**config.mk**
```make
export PLATFORM = sky130hd
export DESIGN_NAME = burst_map_top
export DESIGN_NICKNAME = d
export VERILOG_FILES = /design/src/hw/burst_map_pkg.sv /design/src/hw/sop_tracker.sv /design/src/hw/burst_gearbox.sv /design/src/hw/burst_remap.sv /design/src/hw/wr_resp_filter.sv /design/src/hw/burst_map_top.sv
export SDC_FILE = /design/constraint.sdc
export NUM_CORES = 1
export LEC_CHECK = 0
export BUFFER_PORTS_ARGS = -buffer_cell sky130_fd_sc_hd__buf_2
export CAP_MARGIN = 0
export CORE_AREA = 5 5 149 151
export CTS_CLUSTER_DIAMETER = 150
export DETAILED_ROUTE_END_ITERATION = 6
export DIE_AREA = 0 0 154 156
export PLACE_DENSITY = 0.61
export SYNTH_ARGS = -nofsm -noshare
export SYNTH_HDL_FRONTEND = slang
export SYNTH_HIERARCHICAL = 1
export SYNTH_SLANG_ARGS = --single-unit
export TNS_END_PERCENT = 100
```
**constraint.sdc**
```tcl
create_clock -name clk -period 3.4 [get_ports clk]
set_input_delay 0.68 -clock clk [delete_from_list [all_inputs] [get_ports clk]]
set_output_delay 0.68 -clock clk [all_outputs]
set_load 0.02 [all_outputs]
```
**src/hw/burst_map_pkg.sv**
```systemverilog
// Burst mapping bridge shared definitions
// Fixed bus widths and the packed request and write beat types that
// travel between the bridge, its top level and the testbench
package burst_map_pkg;

    // Word address width on both sides of the bridge
    localparam int ADDR_WIDTH = 16;

    // Data width of read and write beats
    localparam int DATA_WIDTH = 32;

    // One byte enable per data byte
    localparam int BYTE_EN_WIDTH = DATA_WIDTH / 8;

    // Read request fields that travel with rd_read
    // The burst count is kept apart since its width differs per side
    typedef struct packed {
        logic [ADDR_WIDTH-1:0]    address;
        logic [BYTE_EN_WIDTH-1:0] byteenable;
    } rd_req_t;

    // Payload of a single write beat
    // Address and burst count are separate ports, valid only on SOP
    typedef struct packed {
        logic [DATA_WIDTH-1:0]    writedata;
        logic [BYTE_EN_WIDTH-1:0] byteenable;
    } wr_beat_t;

endpackage

```
**src/hw/sop_tracker.sv**
```systemverilog
// Burst beat tracker
// Follows a stream of beats against their burst counts and flags the
// first beat (SOP) and last beat (EOP) of each burst
`timescale 1ns/10ps

module sop_tracker
#(
    parameter int BURST_CNT_WIDTH = 4
)
(
    input  logic                       clk,
    input  logic                       reset,
    input  logic                       flit_valid,
    input  logic [BURST_CNT_WIDTH-1:0] burstcount,
    output logic                       sop,
    output logic                       eop
);

    // Beats still owed by the open burst, zero when no burst is open
    logic [BURST_CNT_WIDTH-1:0] beats_left;

    // With nothing open the next beat starts a new burst
    assign sop = (beats_left == '0);

    // A fresh one-beat burst ends at once, otherwise the count decides
    assign eop = sop ? (burstcount == BURST_CNT_WIDTH'(1)) :
                       (beats_left == BURST_CNT_WIDTH'(1));

    always_ff @(posedge clk)
    begin
        if (reset)
        begin
            beats_left <= '0;
        end
        else if (flit_valid)
        begin
            // The SOP beat itself is counted, hence the minus one on load
            if (sop)
                beats_left <= burstcount - BURST_CNT_WIDTH'(1);
            else
                beats_left <= beats_left - BURST_CNT_WIDTH'(1);
        end
    end

endmodule

```
**src/hw/burst_gearbox.sv**
```systemverilog
// Burst count gearbox
// Takes one master address and burst count and hands them out as a series
// of slave bursts, each no longer than the slave maximum and, when natural
// alignment is on, a power of two that divides its start address
`timescale 1ns/10ps

module burst_gearbox
#(
    parameter int MASTER_BURST_WIDTH = 4,
    parameter int SLAVE_BURST_WIDTH  = 2,
    parameter int NATURAL_ALIGNMENT  = 1
)
(
    input  logic                                  clk,
    input  logic                                  reset,

    input  logic                                  m_new_req,
    input  logic [burst_map_pkg::ADDR_WIDTH-1:0]  m_addr,
    input  logic [MASTER_BURST_WIDTH-1:0]         m_burstcount,

    input  logic                                  s_accept_req,
    output logic                                  s_req_complete,
    output logic [burst_map_pkg::ADDR_WIDTH-1:0]  s_addr,
    output logic [SLAVE_BURST_WIDTH-1:0]          s_burstcount
);

    import burst_map_pkg::*;

    // Longest slave burst, expressed in master count width for arithmetic
    localparam logic [MASTER_BURST_WIDTH-1:0] SLAVE_MAX =
        MASTER_BURST_WIDTH'(1 << (SLAVE_BURST_WIDTH - 1));

    // Beats of the master burst not yet handed out, including the current piece
    logic [MASTER_BURST_WIDTH-1:0] beats_rem;
    // Start address of the current piece
    logic [ADDR_WIDTH-1:0]         next_addr;
    // Size of the current piece
    logic [MASTER_BURST_WIDTH-1:0] piece;

    always_comb
    begin
        logic [MASTER_BURST_WIDTH-1:0] step;
        logic [ADDR_WIDTH-1:0]         low_mask;

        piece = '0;
        if (NATURAL_ALIGNMENT != 0)
        begin
            // Walk the powers of two upward; both the remaining beats test
            // and the alignment test only get harder, so the last hit wins
            for (int i = 0; i < SLAVE_BURST_WIDTH; i++)
            begin
                step = MASTER_BURST_WIDTH'(1) << i;
                low_mask = ADDR_WIDTH'((1 << i) - 1);
                if ((beats_rem >= step) && ((next_addr & low_mask) == '0))
                    piece = step;
            end
        end
        else
        begin
            // No alignment rule, so any length up to the maximum is legal
            piece = (beats_rem > SLAVE_MAX) ? SLAVE_MAX : beats_rem;
        end
    end

    // The piece that uses up every remaining beat closes the master burst
    assign s_req_complete = (beats_rem == piece);
    assign s_addr = next_addr;
    assign s_burstcount = piece[SLAVE_BURST_WIDTH-1:0];

    always_ff @(posedge clk)
    begin
        if (reset)
        begin
            beats_rem <= '0;
        end
        else if (m_new_req)
        begin
            beats_rem <= m_burstcount;
        end
        else if (s_accept_req && !s_req_complete)
        begin
            beats_rem <= beats_rem - piece;
        end
    end

    // Address follows the same load and advance rules as the count
    always_ff @(posedge clk)
    begin
        if (m_new_req)
            next_addr <= m_addr;
        else if (s_accept_req && !s_req_complete)
            next_addr <= next_addr + ADDR_WIDTH'(piece);
    end

endmodule

```
**src/hw/burst_remap.sv**
```systemverilog
// Read and write burst splitting bridge
// Master bursts are broken into legal slave bursts by two gearboxes; read data
// flows back untouched and write beats pass through a single register stage
`timescale 1ns/10ps

module burst_remap
#(
    parameter int MASTER_BURST_WIDTH = 4,
    parameter int SLAVE_BURST_WIDTH  = 2,
    parameter int NATURAL_ALIGNMENT  = 1
)
(
    input  logic                                  clk,
    input  logic                                  reset,

    // Master read
    input  logic                                  m_rd_read,
    input  burst_map_pkg::rd_req_t                m_rd_req,
    input  logic [MASTER_BURST_WIDTH-1:0]         m_rd_burstcount,
    output logic                                  m_rd_waitrequest,
    output logic [burst_map_pkg::DATA_WIDTH-1:0]  m_rd_readdata,
    output logic                                  m_rd_readdatavalid,

    // Master write
    input  logic                                  m_wr_write,
    input  logic [burst_map_pkg::ADDR_WIDTH-1:0]  m_wr_address,
    input  logic [MASTER_BURST_WIDTH-1:0]         m_wr_burstcount,
    input  burst_map_pkg::wr_beat_t               m_wr_beat,
    output logic                                  m_wr_waitrequest,

    // Slave read
    output logic                                  s_rd_read,
    output burst_map_pkg::rd_req_t                s_rd_req,
    output logic [SLAVE_BURST_WIDTH-1:0]          s_rd_burstcount,
    input  logic                                  s_rd_waitrequest,
    input  logic [burst_map_pkg::DATA_WIDTH-1:0]  s_rd_readdata,
    input  logic                                  s_rd_readdatavalid,

    // Slave write
    output logic                                  s_wr_write,
    output logic [burst_map_pkg::ADDR_WIDTH-1:0]  s_wr_address,
    output logic [SLAVE_BURST_WIDTH-1:0]          s_wr_burstcount,
    output burst_map_pkg::wr_beat_t               s_wr_beat,
    input  logic                                  s_wr_waitrequest,

    // Pulses on an accepted slave SOP whose burst ends a master burst
    output logic                                  expects_response
);

    import burst_map_pkg::*;

    logic                         rd_next;
    logic                         rd_complete;
    logic [ADDR_WIDTH-1:0]        rd_gb_addr;
    logic [BYTE_EN_WIDTH-1:0]     rd_byteenable;

    logic                         wr_complete;
    logic [ADDR_WIDTH-1:0]        wr_gb_addr;
    logic [SLAVE_BURST_WIDTH-1:0] wr_gb_burstcount;
    logic                         m_wr_sop;
    logic                         s_wr_sop;

    // Take a new master read when the slave bus is free or the last piece of
    // the current read is leaving this cycle
    assign rd_next = !s_rd_waitrequest && (!s_rd_read || rd_complete);
    assign m_rd_waitrequest = !rd_next;

    burst_gearbox
    #(
        .MASTER_BURST_WIDTH (MASTER_BURST_WIDTH),
        .SLAVE_BURST_WIDTH  (SLAVE_BURST_WIDTH),
        .NATURAL_ALIGNMENT  (NATURAL_ALIGNMENT)
    )
    rd_gearbox
    (
        .clk            (clk),
        .reset          (reset),
        .m_new_req      (rd_next),
        .m_addr         (m_rd_req.address),
        .m_burstcount   (m_rd_burstcount),
        .s_accept_req   (!s_rd_waitrequest),
        .s_req_complete (rd_complete),
        .s_addr         (rd_gb_addr),
        .s_burstcount   (s_rd_burstcount)
    );

    always_ff @(posedge clk)
    begin
        if (reset)
            s_rd_read <= 1'b0;
        else if (rd_next)
            s_rd_read <= m_rd_read;
    end

    // Byte enables are not held by the gearbox and stay for every piece
    always_ff @(posedge clk)
    begin
        if (rd_next)
            rd_byteenable <= m_rd_req.byteenable;
    end

    assign s_rd_req = '{address: rd_gb_addr, byteenable: rd_byteenable};

    // Read data carries no burst framing
    assign m_rd_readdata = s_rd_readdata;
    assign m_rd_readdatavalid = s_rd_readdatavalid;

    // Writes move one for one, so the master stalls exactly when the slave does
    assign m_wr_waitrequest = s_wr_waitrequest;

    // A master SOP loads the gearbox in the same cycle its beat is registered,
    // so the first slave piece is ready when that beat shows on the slave
    burst_gearbox
    #(
        .MASTER_BURST_WIDTH (MASTER_BURST_WIDTH),
        .SLAVE_BURST_WIDTH  (SLAVE_BURST_WIDTH),
        .NATURAL_ALIGNMENT  (NATURAL_ALIGNMENT)
    )
    wr_gearbox
    (
        .clk            (clk),
        .reset          (reset),
        .m_new_req      (m_wr_write && !s_wr_waitrequest && m_wr_sop),
        .m_addr         (m_wr_address),
        .m_burstcount   (m_wr_burstcount),
        .s_accept_req   (s_wr_write && !s_wr_waitrequest && s_wr_sop),
        .s_req_complete (wr_complete),
        .s_addr         (wr_gb_addr),
        .s_burstcount   (wr_gb_burstcount)
    );

    // Off SOP the burst count reads zero, which no real burst can carry
    // Downstream logic can therefore spot SOP beats from the bus alone
    assign s_wr_address = s_wr_sop ? wr_gb_addr : '0;
    assign s_wr_burstcount = s_wr_sop ? wr_gb_burstcount : '0;

    always_ff @(posedge clk)
    begin
        if (reset)
            s_wr_write <= 1'b0;
        else if (!s_wr_waitrequest)
            s_wr_write <= m_wr_write;
    end

    always_ff @(posedge clk)
    begin
        if (!s_wr_waitrequest)
            s_wr_beat <= m_wr_beat;
    end

    assign expects_response = s_wr_write && !s_wr_waitrequest && s_wr_sop && wr_complete;

    sop_tracker
    #(
        .BURST_CNT_WIDTH (MASTER_BURST_WIDTH)
    )
    m_sop_tracker
    (
        .clk        (clk),
        .reset      (reset),
        .flit_valid (m_wr_write && !m_wr_waitrequest),
        .burstcount (m_wr_burstcount),
        .sop        (m_wr_sop),
        .eop        ()
    );

    sop_tracker
    #(
        .BURST_CNT_WIDTH (SLAVE_BURST_WIDTH)
    )
    s_sop_tracker
    (
        .clk        (clk),
        .reset      (reset),
        .flit_valid (s_wr_write && !s_wr_waitrequest),
        .burstcount (s_wr_burstcount),
        .sop        (s_wr_sop),
        .eop        ()
    );

endmodule

```
**src/hw/wr_resp_filter.sv**
```systemverilog
// Write response filter
// Keeps one flag per slave write burst in issue order and lets a slave write
// response through to the master only when its burst ended a master burst
`timescale 1ns/10ps

module wr_resp_filter
#(
    parameter int RESP_FIFO_DEPTH = 16
)
(
    input  logic clk,
    input  logic reset,
    input  logic push,
    input  logic push_flag,
    input  logic s_resp_valid,
    output logic m_resp_valid,
    output logic full
);

    localparam int PTR_WIDTH = $clog2(RESP_FIFO_DEPTH);

    logic                 flags [RESP_FIFO_DEPTH];
    logic [PTR_WIDTH-1:0] wr_ptr;
    logic [PTR_WIDTH-1:0] rd_ptr;
    logic [PTR_WIDTH:0]   count;
    logic                 push_en;
    logic                 pop;

    assign full = (count == (PTR_WIDTH + 1)'(RESP_FIFO_DEPTH));
    assign push_en = push && !full;
    // Slave responses come in burst order, one per burst already pushed
    assign pop = s_resp_valid && (count != '0);

    // The flag at the head belongs to the burst being answered now
    assign m_resp_valid = s_resp_valid && flags[rd_ptr];

    always_ff @(posedge clk)
    begin
        if (push_en)
            flags[wr_ptr] <= push_flag;
    end

    always_ff @(posedge clk)
    begin
        if (reset)
        begin
            wr_ptr <= '0;
            rd_ptr <= '0;
            count <= '0;
        end
        else
        begin
            // Pointers wrap by compare so any depth works
            if (push_en)
                wr_ptr <= (wr_ptr == PTR_WIDTH'(RESP_FIFO_DEPTH - 1)) ? '0 : wr_ptr + 1'b1;
            if (pop)
                rd_ptr <= (rd_ptr == PTR_WIDTH'(RESP_FIFO_DEPTH - 1)) ? '0 : rd_ptr + 1'b1;
            case ({push_en, pop})
                2'b10: count <= count + 1'b1;
                2'b01: count <= count - 1'b1;
                default: count <= count;
            endcase
        end
    end

endmodule

```
**src/hw/burst_map_top.sv**
```systemverilog
// Burst mapping bridge top level
// Joins the splitting bridge to the write response filter and stalls writes
// while the filter has no room for another burst flag
`timescale 1ns/10ps

module burst_map_top
#(
    parameter int MASTER_BURST_WIDTH = 4,
    parameter int SLAVE_BURST_WIDTH  = 2,
    parameter int NATURAL_ALIGNMENT  = 1,
    parameter int RESP_FIFO_DEPTH    = 16
)
(
    input  logic                                  clk,
    input  logic                                  reset,

    input  logic                                  m_rd_read,
    input  burst_map_pkg::rd_req_t                m_rd_req,
    input  logic [MASTER_BURST_WIDTH-1:0]         m_rd_burstcount,
    output logic                                  m_rd_waitrequest,
    output logic [burst_map_pkg::DATA_WIDTH-1:0]  m_rd_readdata,
    output logic                                  m_rd_readdatavalid,
    input  logic                                  m_wr_write,
    input  logic [burst_map_pkg::ADDR_WIDTH-1:0]  m_wr_address,
    input  logic [MASTER_BURST_WIDTH-1:0]         m_wr_burstcount,
    input  burst_map_pkg::wr_beat_t               m_wr_beat,
    output logic                                  m_wr_waitrequest,
    output logic                                  m_wr_writeresponsevalid,

    output logic                                  s_rd_read,
    output burst_map_pkg::rd_req_t                s_rd_req,
    output logic [SLAVE_BURST_WIDTH-1:0]          s_rd_burstcount,
    input  logic                                  s_rd_waitrequest,
    input  logic [burst_map_pkg::DATA_WIDTH-1:0]  s_rd_readdata,
    input  logic                                  s_rd_readdatavalid,
    output logic                                  s_wr_write,
    output logic [burst_map_pkg::ADDR_WIDTH-1:0]  s_wr_address,
    output logic [SLAVE_BURST_WIDTH-1:0]          s_wr_burstcount,
    output burst_map_pkg::wr_beat_t               s_wr_beat,
    input  logic                                  s_wr_waitrequest,
    input  logic                                  s_wr_writeresponsevalid
);

    logic bridge_wr_write;
    logic bridge_wr_waitrequest;
    logic expects_response;
    logic resp_full;

    // A full flag FIFO looks like slave back-pressure to the bridge
    assign bridge_wr_waitrequest = s_wr_waitrequest || resp_full;
    // The slave must not take a beat that the bridge is still holding
    assign s_wr_write = bridge_wr_write && !resp_full;

    burst_remap
    #(
        .MASTER_BURST_WIDTH (MASTER_BURST_WIDTH),
        .SLAVE_BURST_WIDTH  (SLAVE_BURST_WIDTH),
        .NATURAL_ALIGNMENT  (NATURAL_ALIGNMENT)
    )
    remap
    (
        .clk                (clk),
        .reset              (reset),
        .m_rd_read          (m_rd_read),
        .m_rd_req           (m_rd_req),
        .m_rd_burstcount    (m_rd_burstcount),
        .m_rd_waitrequest   (m_rd_waitrequest),
        .m_rd_readdata      (m_rd_readdata),
        .m_rd_readdatavalid (m_rd_readdatavalid),
        .m_wr_write         (m_wr_write),
        .m_wr_address       (m_wr_address),
        .m_wr_burstcount    (m_wr_burstcount),
        .m_wr_beat          (m_wr_beat),
        .m_wr_waitrequest   (m_wr_waitrequest),
        .s_rd_read          (s_rd_read),
        .s_rd_req           (s_rd_req),
        .s_rd_burstcount    (s_rd_burstcount),
        .s_rd_waitrequest   (s_rd_waitrequest),
        .s_rd_readdata      (s_rd_readdata),
        .s_rd_readdatavalid (s_rd_readdatavalid),
        .s_wr_write         (bridge_wr_write),
        .s_wr_address       (s_wr_address),
        .s_wr_burstcount    (s_wr_burstcount),
        .s_wr_beat          (s_wr_beat),
        .s_wr_waitrequest   (bridge_wr_waitrequest),
        .expects_response   (expects_response)
    );

    // Every accepted slave SOP pushes a flag; a nonzero burst count marks SOP
    wr_resp_filter
    #(
        .RESP_FIFO_DEPTH (RESP_FIFO_DEPTH)
    )
    resp_filter
    (
        .clk          (clk),
        .reset        (reset),
        .push         (s_wr_write && !bridge_wr_waitrequest && (s_wr_burstcount != '0)),
        .push_flag    (expects_response),
        .s_resp_valid (s_wr_writeresponsevalid),
        .m_resp_valid (m_wr_writeresponsevalid),
        .full         (resp_full)
    );

endmodule

```
==> metrics.md, run 1 <==
| Metric | Value |
|---|---|
| Status | completed |
| Setup_tns | 0 ns |
| CTS Hold Bufs | 0 |
| DR WL/cell | 14.7 um |
| Post-CTS Resized | 0 |
| Die H | between 150 and 200 um |
| Clk_skew | 0.0153 ns |
| Fin crit share | around 94% |
| Initial Util | 31.0% |
| Arrival time of the worst setup path | 3.55 ns |
| Clock transition at the registers of the reported paths | 0.06 ns |
| Crit Path Max Fanout | 6 |
| Ant diodes | 0 |
| Startpoint types | register |
| Worst R2R Path Depth | 14 |
| Layout cells sized above 1 | 31.7% |
| Critical Path Start | remap/wr_gearbox/beats_rem[1] |
| Syn Inst Count | ~590 |
| CP required | 3.74 ns |
| FMAX | 0.311 GHz |
| Syn_area_per_cell | 11.0 um2 |
| Global Route Usage Sum | 12.5% |
| R2R setup slack | approximately 0.19 ns |
| Core ar. | 0.0207 mm2 |
| Minimum clock period | 3.21 ns |
| Syn. warnings | 6 |
| DRT Pass-1 Iters | 4 |
| DRC errors left | 0 |
| Core Rows | 53 |
| Area growth syn-to-layout | 24.3% |
| Vias per std cell | 4.63 |
| Mapped Area | 0.00642 mm2 |
| Congestion Overflow GR | 0 |
| RSZ-0062 raised after global routing | no |
| DR iter-0 viols | approximately 250 |
| Worst reg2reg endpoint | resp_filter/count[4] |
| MaxCap Viol Count | 0 |
| Vias in the first global route | 4730 |
| GP Congestion | 0.753 |
| Hold crit path type | in2reg |
| Launching point of the worst reg2reg path | remap/wr_gearbox/beats_rem[1] |
| Final #Nets | 875 |
| Final setup vio count | 0 |
| Most used cell, CP | ha_1 |
| Hold Path Origin | m_wr_beat[18] |
| Number of nets still failing antenna checks after routing | 0 |
| CTS tree | yes |
| # IOs | around 230 |
| Syn Nets | 729 |
| Max-slew headroom | about 52% |
| Pins over their slew limit | 0 |
| Largest net degree at the start of global routing | 38 |
| Chip width | 154 um |
| Worst slew pin tran | 0.714 ns |
| Final Hold Vio Count | 0 |
| Post-CTS Setup Bufs | 0 |
| Slowest stage delay, CP | 0.39 ns |
| First-pass GRT wire length | 24.2 mm |
| Worst-case clock buffer depth | 2 |
| Routed WL | 15.0 mm |
| Post-DP Area | 0.00734 mm2 |
| Worst path slowest cell | mux2_2 |
| Worst VDD drop | ~300 uV |
| Vias post-DR | 4718 |
| Clk sink count | 121 |
| Util after Layout | 38.5% |
| CP Cell Sequence | nor3_1, mux2_2, and2_1, o21ai_1, nor2_2, o21a_4, inv_2, ha_1, xor2_1, ha_1, o21ai_0, or3_1, a2111o_1, nand4_1 |
| CTS Buf Count | 17 |
| Die area | 0.0240 mm2 |
| H-tree levels | 4 |
| Post-DP HPWL | about 11 mm |
| Clk_lat worst skew | between 0.4 and 0.5 ns |
| IO Port Bufs | between 150 and 200 |
| Worst setup EP type | register |
| Initial antenna violation count | 0 |
| Hold depth | 1 |
| Pwr/cell area | 758 mW/mm2 |
| WS Path Type | reg2reg |
| Leak | 0.00319 uW |
| CTS root buf | clkbuf_16 |
| Hold EP | remap/s_wr_beat[18] |
| Post-route cell area | roughly 0.008 mm2 |
## cell usage in the layout, fill, tap and decap left out, types with 18 or more instances in the layout
master,count
nand2_1,50
and2_1,21
dfxtp_1,33
nor2_1,43
xnor2_1,18
buf_2,167
ha_1,21
o21ai_0,28
inv_1,39
edfxtp_1,88
## sequential cells by signal (all words and copies together) (netlist names), 2 cells and up, named ones only
register,cells
remap/s_sop_tracker/beats_left,2
resp_filter/wr_ptr,4
remap/wr_gearbox/s_addr,16
remap/wr_gearbox/beats_rem,4
resp_filter/flags,16
resp_filter/count,5
remap/m_sop_tracker/beats_left,4
remap/rd_gearbox/beats_rem,4
remap/s_wr_beat,36
remap/rd_gearbox/s_addr,16
resp_filter/rd_ptr,4
remap/rd_byteenable,4
## power by group
| part | internal, uW | switching (uW) | total [uW] |
|---|---|---|---|
| registers | 1940 | 266 | 2210 |
| clock network | 1290 | 656 | 1940 |
| logic | 742 | 1150 | 1900 |
## metal layers
layer	GRT usage [%]	share of wire (%)	vias up
li1	-	-	2354
met1	16.2	45	2187
met2	19.9	47	159
met3	3.88	6.9	18
met4	4.21	1.2	0
met5	0	0	-
## stage by stage
step | std cells | total power, uW | hold WS (ns) | setup slack [ns]
6_report | 1019 | 6050 | 0.437 | 0.188
2_1_floorplan | 585 | 3590 | 0.468 | 0.212
3_5_place_dp | 987 | 4150 | 0.513 | 0.238
3_3_place_gp | 987 | 4120 | 0.502 | 0.277
5_1_grt | 1019 | 6430 | 0.415 | 0.0209
4_1_cts | 1019 | 6140 | 0.410 | 0.202
## critical path: cells and delay by family, from the launching register on
family	cells	cell delay, ns
AND/OR/NAND/NOR	5	0.95
adder cells (fa/ha/maj)	2	0.45
flip-flops	1	0.33
buffers and inverters	1	0.08
XOR/XNOR	1	0.18
AO/OA/AOI/OAI	4	0.75
multiplexers	1	0.39
## worst max path at each step
stage               slack, ns  depth (start not counted)                    to
CTS                      0.20                         14  resp_filter/count[4]
detailed placement       0.24                         14  resp_filter/count[4]
global route             0.02                         14  resp_filter/count[4]
global placement         0.28                         14  resp_filter/count[4]
floorplan                0.21                         15  resp_filter/count[4]
finish                   0.19                         14  resp_filter/count[4]
## final cells by class
| type | instances | area [um2] |
|---|---|---|
| Fill cell | 2088 | 12700 |
| Clock buffer | 22 | 474 |
| Clock inverter | 10 | 163 |
| Sequential cell | 121 | 3300 |
| Timing Repair Buffer | 176 | 903 |
| Multi-Input combinational cell | 375 | 2640 |
| Tap cell | 275 | 344 |
| Inverter | 40 | 150 |
Power figures use the tool's default switching activity.
==> run 2, diff against run 1 <==
- ABC_AREA: default -> 1
- CORE_AREA: 5 5 149 151 -> 5 5 152 154
- DIE_AREA: 0 0 154 156 -> 0 0 157 159
==> run 2 against run 1 <==
Critical path depth rose by 6. Combinational power increased by 27%. Core utilization shrank 0.19 points. Sequential power rose by 2%. Hold slack improved by 0.0015 ns. Global-route usage grew 0.33 points. Cell count grew 22%. Power is 6.6% higher. Clock skew shrank 0.0044 ns.
==> metrics.md, run 2 <==
| Metric | Value |
|---|---|
| Hold depth | 1 (unchanged) |
| Global Route Usage Sum | 12.8% (+0.33 points) |
| First-pass GRT wire length | 26.4 mm (+9.0%) |
| DRT Pass-1 Iters | 4 (unchanged) |
| MaxCap Viol Count | 0 (unchanged) |
| CTS Buf Count | 17 (unchanged) |
| H-tree levels | 4 (unchanged) |
| Int Pwr | 3850 uW (-3.1%) |
| Most frequent cells in the layout | nand2_1 (224), buf_2 (167), inv_1 (124), edfxtp_1 (88), nor2_1 (71) |
| Launching point of the worst reg2reg path | remap/wr_gearbox/beats_rem[2] |
| Vias per std cell | 4.38 (-5.5%) |
| Minimum clock period | 2.91 ns (-0.303 ns) |
| CTS Hold Bufs | 0 (unchanged) |
| Startpoint types | register |
| FMAX | 0.344 GHz (+10%) |
| CTS tree | yes |
| GRT met3 Usage | 3.21% (-0.68 points) |
| Pins over their slew limit | 0 (unchanged) |
| GP Congestion | 0.831 (+10%) |
| Status | completed |
| Hold EP | remap/s_wr_beat[34] |
| Area growth syn-to-layout | 22.1% |
| Hold Slack | 0.439 ns (+0.00146 ns) |
| Worst VDD drop | 392 uV (+34%) |
| IO Port Bufs | 167 (unchanged) |
| Psw | 2590 uW (+25%) |
| Worst R2R Path Depth | 20 (+6) |
| DR iter-0 viols | 228 (-6.9%) |
| Fillers | 2235 (+7.0%) |
| Leading cell type in the layout, fill and taps excluded | nand2_1 |
| Post-CTS Resized | 0 (unchanged) |
| Worst path slowest cell | dfxtp_1 |
| Vias in the first global route | 5484 (+16%) |
| Seq pwr share | 35.0% (-1.5 points) |
| CTS root buf | clkbuf_16 |
| Die area | 0.0250 mm2 (+3.9%) |
| Clk_lat worst skew | 0.41 ns (about the same) |
| Switch share | 40.2% (+5.9 points) |
| Initial antenna violation count | 0 (unchanged) |
| Post-DP HPWL | 12.3 mm (+10%) |
| Max reg flops | 36 (unchanged) |
| Logic pwr share | 37.5% (+6.2 points) |
| Max-slew headroom | 65.0% (+13 points) |
| Syn. warnings | 6 (unchanged) |
| CP Cell Sequence | nor2_2, a21oi_1, inv_1, nand2_1, inv_1, nand2_1, inv_1, nor2_1, nor2_1, nand2_4, ha_1, nand2_1, inv_1, nor2_2, ha_1, inv_1, nand2_1, xor2_1, o21ai_0, inv_1 |
| Met1 usage | 15.8% (-0.40 points) |
| Worst reg2reg endpoint | resp_filter/count[2] |
| Ant diodes | 0 (unchanged) |
| CP required | 3.70 ns (-0.04 ns) |
| Worst-case clock buffer depth | 2 (unchanged) |
| Largest net degree at the start of global routing | 37 (-2.6%) |
| Leak | 0.00394 uW (+24%) |
| Syn Nets | 953 (+31%) |
| Dpl ws | 0.510 ns (+0.272 ns) |
| Syn_area_per_cell | 8.37 um2 (-24%) |
| Congestion Overflow GR | 0 (unchanged) |
| Clock power frac | 27.5% (-4.6 points) |
| Largest reg by FF count | remap/s_wr_beat |
| Hold Path Origin | m_wr_beat[34] |
| Mapped Area | 0.00677 mm2 (+5.6%) |
| Worst setup EP type | register |
| Busiest layer in global routing | met2 |
| Hold crit path type | in2reg |
| Vias post-DR | 5463 (+16%) |
| Layout cells sized above 1 | 26.5% (-5.2 points) |
| Setup_tns | 0 ns (unchanged) |
| DR WL/cell | 12.7 um (-13%) |
| Syn Inst Count | 809 (+38%) |
| Fin crit share | 85.6% (-8.9 points) |
| Core Rows | 54 (+1.9%) |
| RSZ-0062 raised after global routing | no |
| Slowest stage delay, CP | 0.39 ns (about the same) |
| Clock transition at the registers of the reported paths | 0.07 ns (about the same) |
| Most used cell, CP | inv_1 |
| R2R setup slack | 0.49 ns (+0.30 ns) |
| Pwr/cell area | 779 mW/mm2 (+2.8%) |
| Arrival time of the worst setup path | 3.21 ns (-0.34 ns) |
| Met2 Track Usage GR | 22.1% (+2.2 points) |
| Core ar. | 0.0216 mm2 (+4.2%) |
| Routed WL | 15.9 mm (+6.2%) |
| Setup ws final | 0.491 ns (+0.303 ns) |
| Post-CTS Setup Bufs | 0 (unchanged) |
| Clk_skew | 0.0109 ns (-0.00438 ns) |
| Die H | 159 um (+1.9%) |
| DRC errors left | 0 (unchanged) |
| Number of nets still failing antenna checks after routing | 0 (unchanged) |
| Initial Util | 31.4% (+0.41 points) |
| Final #Nets | 1099 (+26%) |
| Crit Path Max Fanout | 8 (+2) |
| Final Hold Vio Count | 0 (unchanged) |
| Worst slew pin tran | 0.524 ns (-0.191 ns) |
| Clk sink count | 121 (unchanged) |
| Chip width | 157 um (+1.9%) |
| # IOs | 234 (unchanged) |
| WS Path Type | reg2reg |
| Final setup vio count | 0 (unchanged) |
## run 2: changes by cell type in the layout (fill, tap and decap cells not counted), sizes merged, moves of 6 or more
| cell | previous run | this run |
|---|---|---|
| a21o | 6 | 0 |
| a21oi | 14 | 21 |
| and2 | 21 | 0 |
| inv | 42 | 139 |
| mux2i | 12 | 0 |
| nand2 | 50 | 242 |
| nand2b | 8 | 0 |
| nand3 | 14 | 52 |
| nor2 | 44 | 88 |
| nor2b | 10 | 0 |
| nor3 | 15 | 5 |
| nor4 | 9 | 0 |
| or3 | 6 | 0 |
| xnor2 | 18 | 6 |
## run 2: worst max-delay path, delay by kind of cell (launching register included)
family,cells,cell delay [ns]
AND/OR/NAND/NOR,9,0.80
AO/OA/AOI/OAI,2,0.50
buffers and inverters,6,0.50
adder cells (fa/ha/maj),2,0.47
flip-flops,1,0.39
XOR/XNOR,1,0.16
## run 2: worst max path at each step
| stage | startpoint | endpoint | depth (start not counted) |
|---|---|---|---|
| after CTS | remap/wr_gearbox/beats_rem[2] | resp_filter/count[2] | 20 |
| final | remap/wr_gearbox/beats_rem[2] | resp_filter/count[2] | 20 |
| after global placement | remap/wr_gearbox/beats_rem[1] | resp_filter/count[2] | 20 |
| after global routing | remap/wr_gearbox/beats_rem[1] | resp_filter/count[4] | 21 |
| after detailed placement | remap/wr_gearbox/beats_rem[2] | resp_filter/count[2] | 20 |
| after floorplan | remap/rd_gearbox/s_addr[0] | remap/rd_gearbox/beats_rem[0] | 17 |
## run 2: power groups by stage
stage                     Sequential, uW  Combinational (uW)  Clock [uW]
final                               2260                2410        1770
after global routing                2310                2750        1900
after CTS                           2260                2440        1830
after detailed placement            2290                2430           0
after global placement              2280                2400           0
after floorplan                     2430                1630           0
## run 2: metal layers
metal	vias to the layer above	wire, um
li1	2831	-
met5	-	0
met4	0	167
met2	139	8030
met1	2486	6830
met3	7	871
## run 2: through the flow
step	total power, uW	utilization, %	cells	instance area [um2]
after floorplan	4060	-	809	6770
after global placement	4680	35.6	1216	7680
after detailed placement	4730	35.6	1216	7680
after CTS	6540	38.4	1248	8270
after global routing	6960	38.4	1248	8270
final	6440	38.4	1248	8270
## run 2: area by class of cell
class | count | area (um2) | area share (%)
Clock buffer | 17 | 425 | 5.15
Clock inverter | 15 | 160 | 1.94
Inverter | 132 | 503 | 6.08
Multi-Input combinational cell | 511 | 2650 | 32.1
Sequential cell | 121 | 3300 | 40.0
Tap cell | 280 | 350 | 4.24
Timing Repair Buffer | 172 | 873 | 10.6
==> run 3, diff against run 2 <==
==> constraint.sdc (replaced) <==
create_clock -name clk -period 3.18 [get_ports clk]
set_input_delay 0.159 -clock clk [delete_from_list [all_inputs] [get_ports clk]]
set_output_delay 0.159 -clock clk [all_outputs]
set_load 0.02 [all_outputs]
==> run 3 against run 2 <==
Largest cell class unchanged. Fmax up 3.4%. Core utilization up 2.1 points. Cell count up 3.4%. Die area unchanged. Critical path depth unchanged. Global-route usage up 0.30 points. Combinational power up 8.3%. Critical endpoint unchanged.
==> metrics.md, run 3 (synthesis results as in run 2) <==
| Metric | Value |
|---|---|
| Worst slew pin tran | 0.492 ns (-0.0319 ns) |
| Core Rows | 54 (unchanged) |
| Pins over their slew limit | 0 (unchanged) |
| RSZ-0062 raised after global routing | no |
| Clock power frac | 28.4% (+0.9 points) |
| Post-CTS Resized | 0 (unchanged) |
| DR WL/cell | 12.6 um (-1.4%) |
| Setup_tns | 0 ns (unchanged) |
| Leak | 0.00412 uW (+4.6%) |
| Most frequent cells in the layout | nand2_1 (224), buf_2 (167), inv_1 (124), edfxtp_1 (88), nor2_1 (71) |
| Cell family with most CP delay | simple AND/OR/NAND/NOR gates |
| Final Hold Vio Count | 0 (unchanged) |
| Logic pwr share | 37.2% (-0.3 points) |
| Worst setup EP type | register |
| Area growth syn-to-layout | 28.7% |
| Startpoint types | register |
| Largest reg by FF count | remap/s_wr_beat |
| CP Buf/Inv Count | 6 (unchanged) |
| Ant diodes | 0 (unchanged) |
| # IOs | 234 (unchanged) |
| Worst path slowest cell | dfxtp_1 |
| Setup ws final | 0.367 ns (-0.123 ns) |
| First-pass GRT wire length | 27.1 mm (+2.6%) |
| Most used cell, CP | inv_1 |
| Minimum clock period | 2.81 ns (-0.0966 ns) |
| Max reg flops | 36 (unchanged) |
| CTS Hold Bufs | 41 (+41) |
| Psw | 2730 uW (+5.1%) |
| Dpl ws | 0.368 ns (-0.142 ns) |
| Slowest stage delay, CP | 0.39 ns (about the same) |
| FMAX | 0.356 GHz (+3.4%) |
| Arrival time of the worst setup path | 3.11 ns (-0.10 ns) |
| H-tree levels | 4 (unchanged) |
| Die area | 0.0250 mm2 (unchanged) |
| Layout cells sized above 1 | 25.5% (-1.0 points) |
| Core ar. | 0.0216 mm2 (unchanged) |
| R2R setup slack | 0.37 ns (-0.12 ns) |
| DRT Pass-1 Iters | 5 (+1) |
| Post-CTS Setup Bufs | 0 (unchanged) |
| Worst reg2reg endpoint | resp_filter/count[2] |
| Pwr/cell area | 805 mW/mm2 (+3.2%) |
| Clk_lat worst skew | 0.41 ns (about the same) |
| Critical Path Start | remap/wr_gearbox/beats_rem[2] |
| DRC errors left | 0 (unchanged) |
| Fin crit share | 88.4% (+2.9 points) |
| Die H | 159 um (unchanged) |
| IO Port Bufs | 167 (unchanged) |
| CTS tree | yes |
| CTS root buf | clkbuf_16 |
| Worst Setup EP | resp_filter/count[2] |
| DR iter-0 viols | 241 (+5.7%) |
| Post-Layout Cell Count | 1290 (+3.4%) |
| Fillers | 2165 (-3.1%) |
| Vias in the first global route | 5644 (+2.9%) |
| CTS Buf Count | 17 (unchanged) |
| Worst-case clock buffer depth | 2 (unchanged) |
| Routed WL | 16.2 mm (+2.0%) |
| Vias per std cell | 4.34 (-0.78%) |
| Post-DP Area | 0.00769 mm2 (about the same) |
| Post-DP HPWL | 12.2 mm (-1.0%) |
| Crit Path Max Fanout | 8 (unchanged) |
| Crit. path cell count | 20 (unchanged) |
| Final #Nets | 1141 (+3.8%) |
| Number of nets still failing antenna checks after routing | 0 (unchanged) |
| Worst R2R Path Depth | 20 (unchanged) |
| Seq pwr share | 34.4% (-0.6 points) |
| Worst VDD drop | 388 uV (-1.0%) |
| Initial antenna violation count | 0 (unchanged) |
| Status | completed |
| Post-route cell area | 0.00872 mm2 (+5.4%) |
| Max-slew headroom | 67.1% (+2.0 points) |
| Clock transition at the registers of the reported paths | 0.06 ns (about the same) |
| Leading cell type in the layout, fill and taps excluded | nand2_1 |
| Congestion Overflow GR | 0 (unchanged) |
| CP Cell Sequence | nor2_2, a21oi_1, inv_1, nand2_1, inv_1, nand2_1, inv_1, nor2_1, nor2_1, nand2_4, ha_1, nand2_1, inv_1, nor2_2, ha_1, inv_1, nand2_1, xor2_1, o21ai_0, inv_1 |
| Vias post-DR | 5603 (+2.6%) |
| DP Cell Count | 1217 (+0.082%) |
| WS Path Type | reg2reg |
| CP required | 3.48 ns (-0.22 ns) |
| Util after Layout | 40.5% (+2.1 points) |
| Clk sink count | 121 (unchanged) |
| Switch share | 38.9% (-1.4 points) |
| Chip width | 157 um (unchanged) |
| Hold crit path type | in2reg |
| GP Congestion | 0.840 (+1.1%) |
| MaxCap Viol Count | 0 (unchanged) |
| Global Route Usage Sum | 13.1% (+0.30 points) |
| Initial Util | 31.4% (unchanged) |
| Largest net degree at the start of global routing | 37 (unchanged) |
| Clk_skew | 0.0158 ns (+0.00488 ns) |
| Int Pwr | 4290 uW (+11%) |
| Final setup vio count | 0 (unchanged) |
| Launching point of the worst reg2reg path | remap/wr_gearbox/beats_rem[2] |
## run 3: changes by cell type in the layout (fill, tap and decap cells not counted)
cell           previous run  this run
inv_6                     5         3
bufinv_16                 1         3
inv_8                     4         1
clkinv_4                  4         5
dlygate4sd3_1             0        41
clkinvlp_4                2         4
buf_4                     5         6
## run 3: final cells by class
| type | instances | area (um2) | share of cell area (%) |
|---|---|---|---|
| Clock buffer | 17 | 425 | 4.88 |
| Clock inverter | 15 | 193 | 2.21 |
| Inverter | 132 | 503 | 5.77 |
| Multi-Input combinational cell | 511 | 2650 | 30.4 |
| Sequential cell | 121 | 3300 | 37.9 |
| Tap cell | 280 | 350 | 4.02 |
| Timing Repair Buffer | 214 | 1290 | 14.8 |
## run 3: power by group through the flow
stage          clock network, uW  logic (uW)  registers (uW)
2_1_floorplan                  0        1740            2600
3_3_place_gp                   0        2560            2440
3_5_place_dp                   0        2590            2440
4_1_cts                     2060        2640            2420
5_1_grt                     2140        2970            2460
6_report                    1990        2610            2410
## run 3: worst register-to-register path, delay by kind of cell (launching register included)
family / cells / cell delay (ns)
xor+xnor: 1 / 0.16
buf+inv: 6 / 0.47
fa+ha+maj: 2 / 0.47
simple gates: 9 / 0.76
flops: 1 / 0.39
compound gates: 2 / 0.47
## run 3: layer usage
layer  global-route usage (%)  part of all wire [%]  up-vias  wire length (um)
met4                     4.14                   1.1        0               182
met2                     22.3                    50      118              8110
met3                     3.75                   5.1       13               832
li1                         -                     -     2913                 -
met1                     16.1                    44     2559              7090
met5                        0                     0        -                 0
## run 3: through the flow
stage                     hold slack [ns]  power [uW]
after floorplan                     0.221        4340
after global placement              0.318        5000
after detailed placement            0.318        5030
after CTS                         0.00410        7120
after global routing               0.0111        7570
final                              0.0291        7010
## run 3: worst min path at each step
stage                       from                           endpoint  slack [ns]  cells after the start
6_report            m_rd_req[11]         remap/rd_gearbox/s_addr[7]        0.03                      3
3_5_place_dp   s_rd_readdata[14]                  m_rd_readdata[14]        0.32                      0
4_1_cts             m_rd_req[11]         remap/rd_gearbox/s_addr[7]       0.004                      3
5_1_grt             m_rd_req[16]        remap/rd_gearbox/s_addr[12]        0.01                      3
2_1_floorplan              reset  remap/m_sop_tracker/beats_left[2]        0.22                      1
3_3_place_gp   s_rd_readdata[14]                  m_rd_readdata[14]        0.32                      0
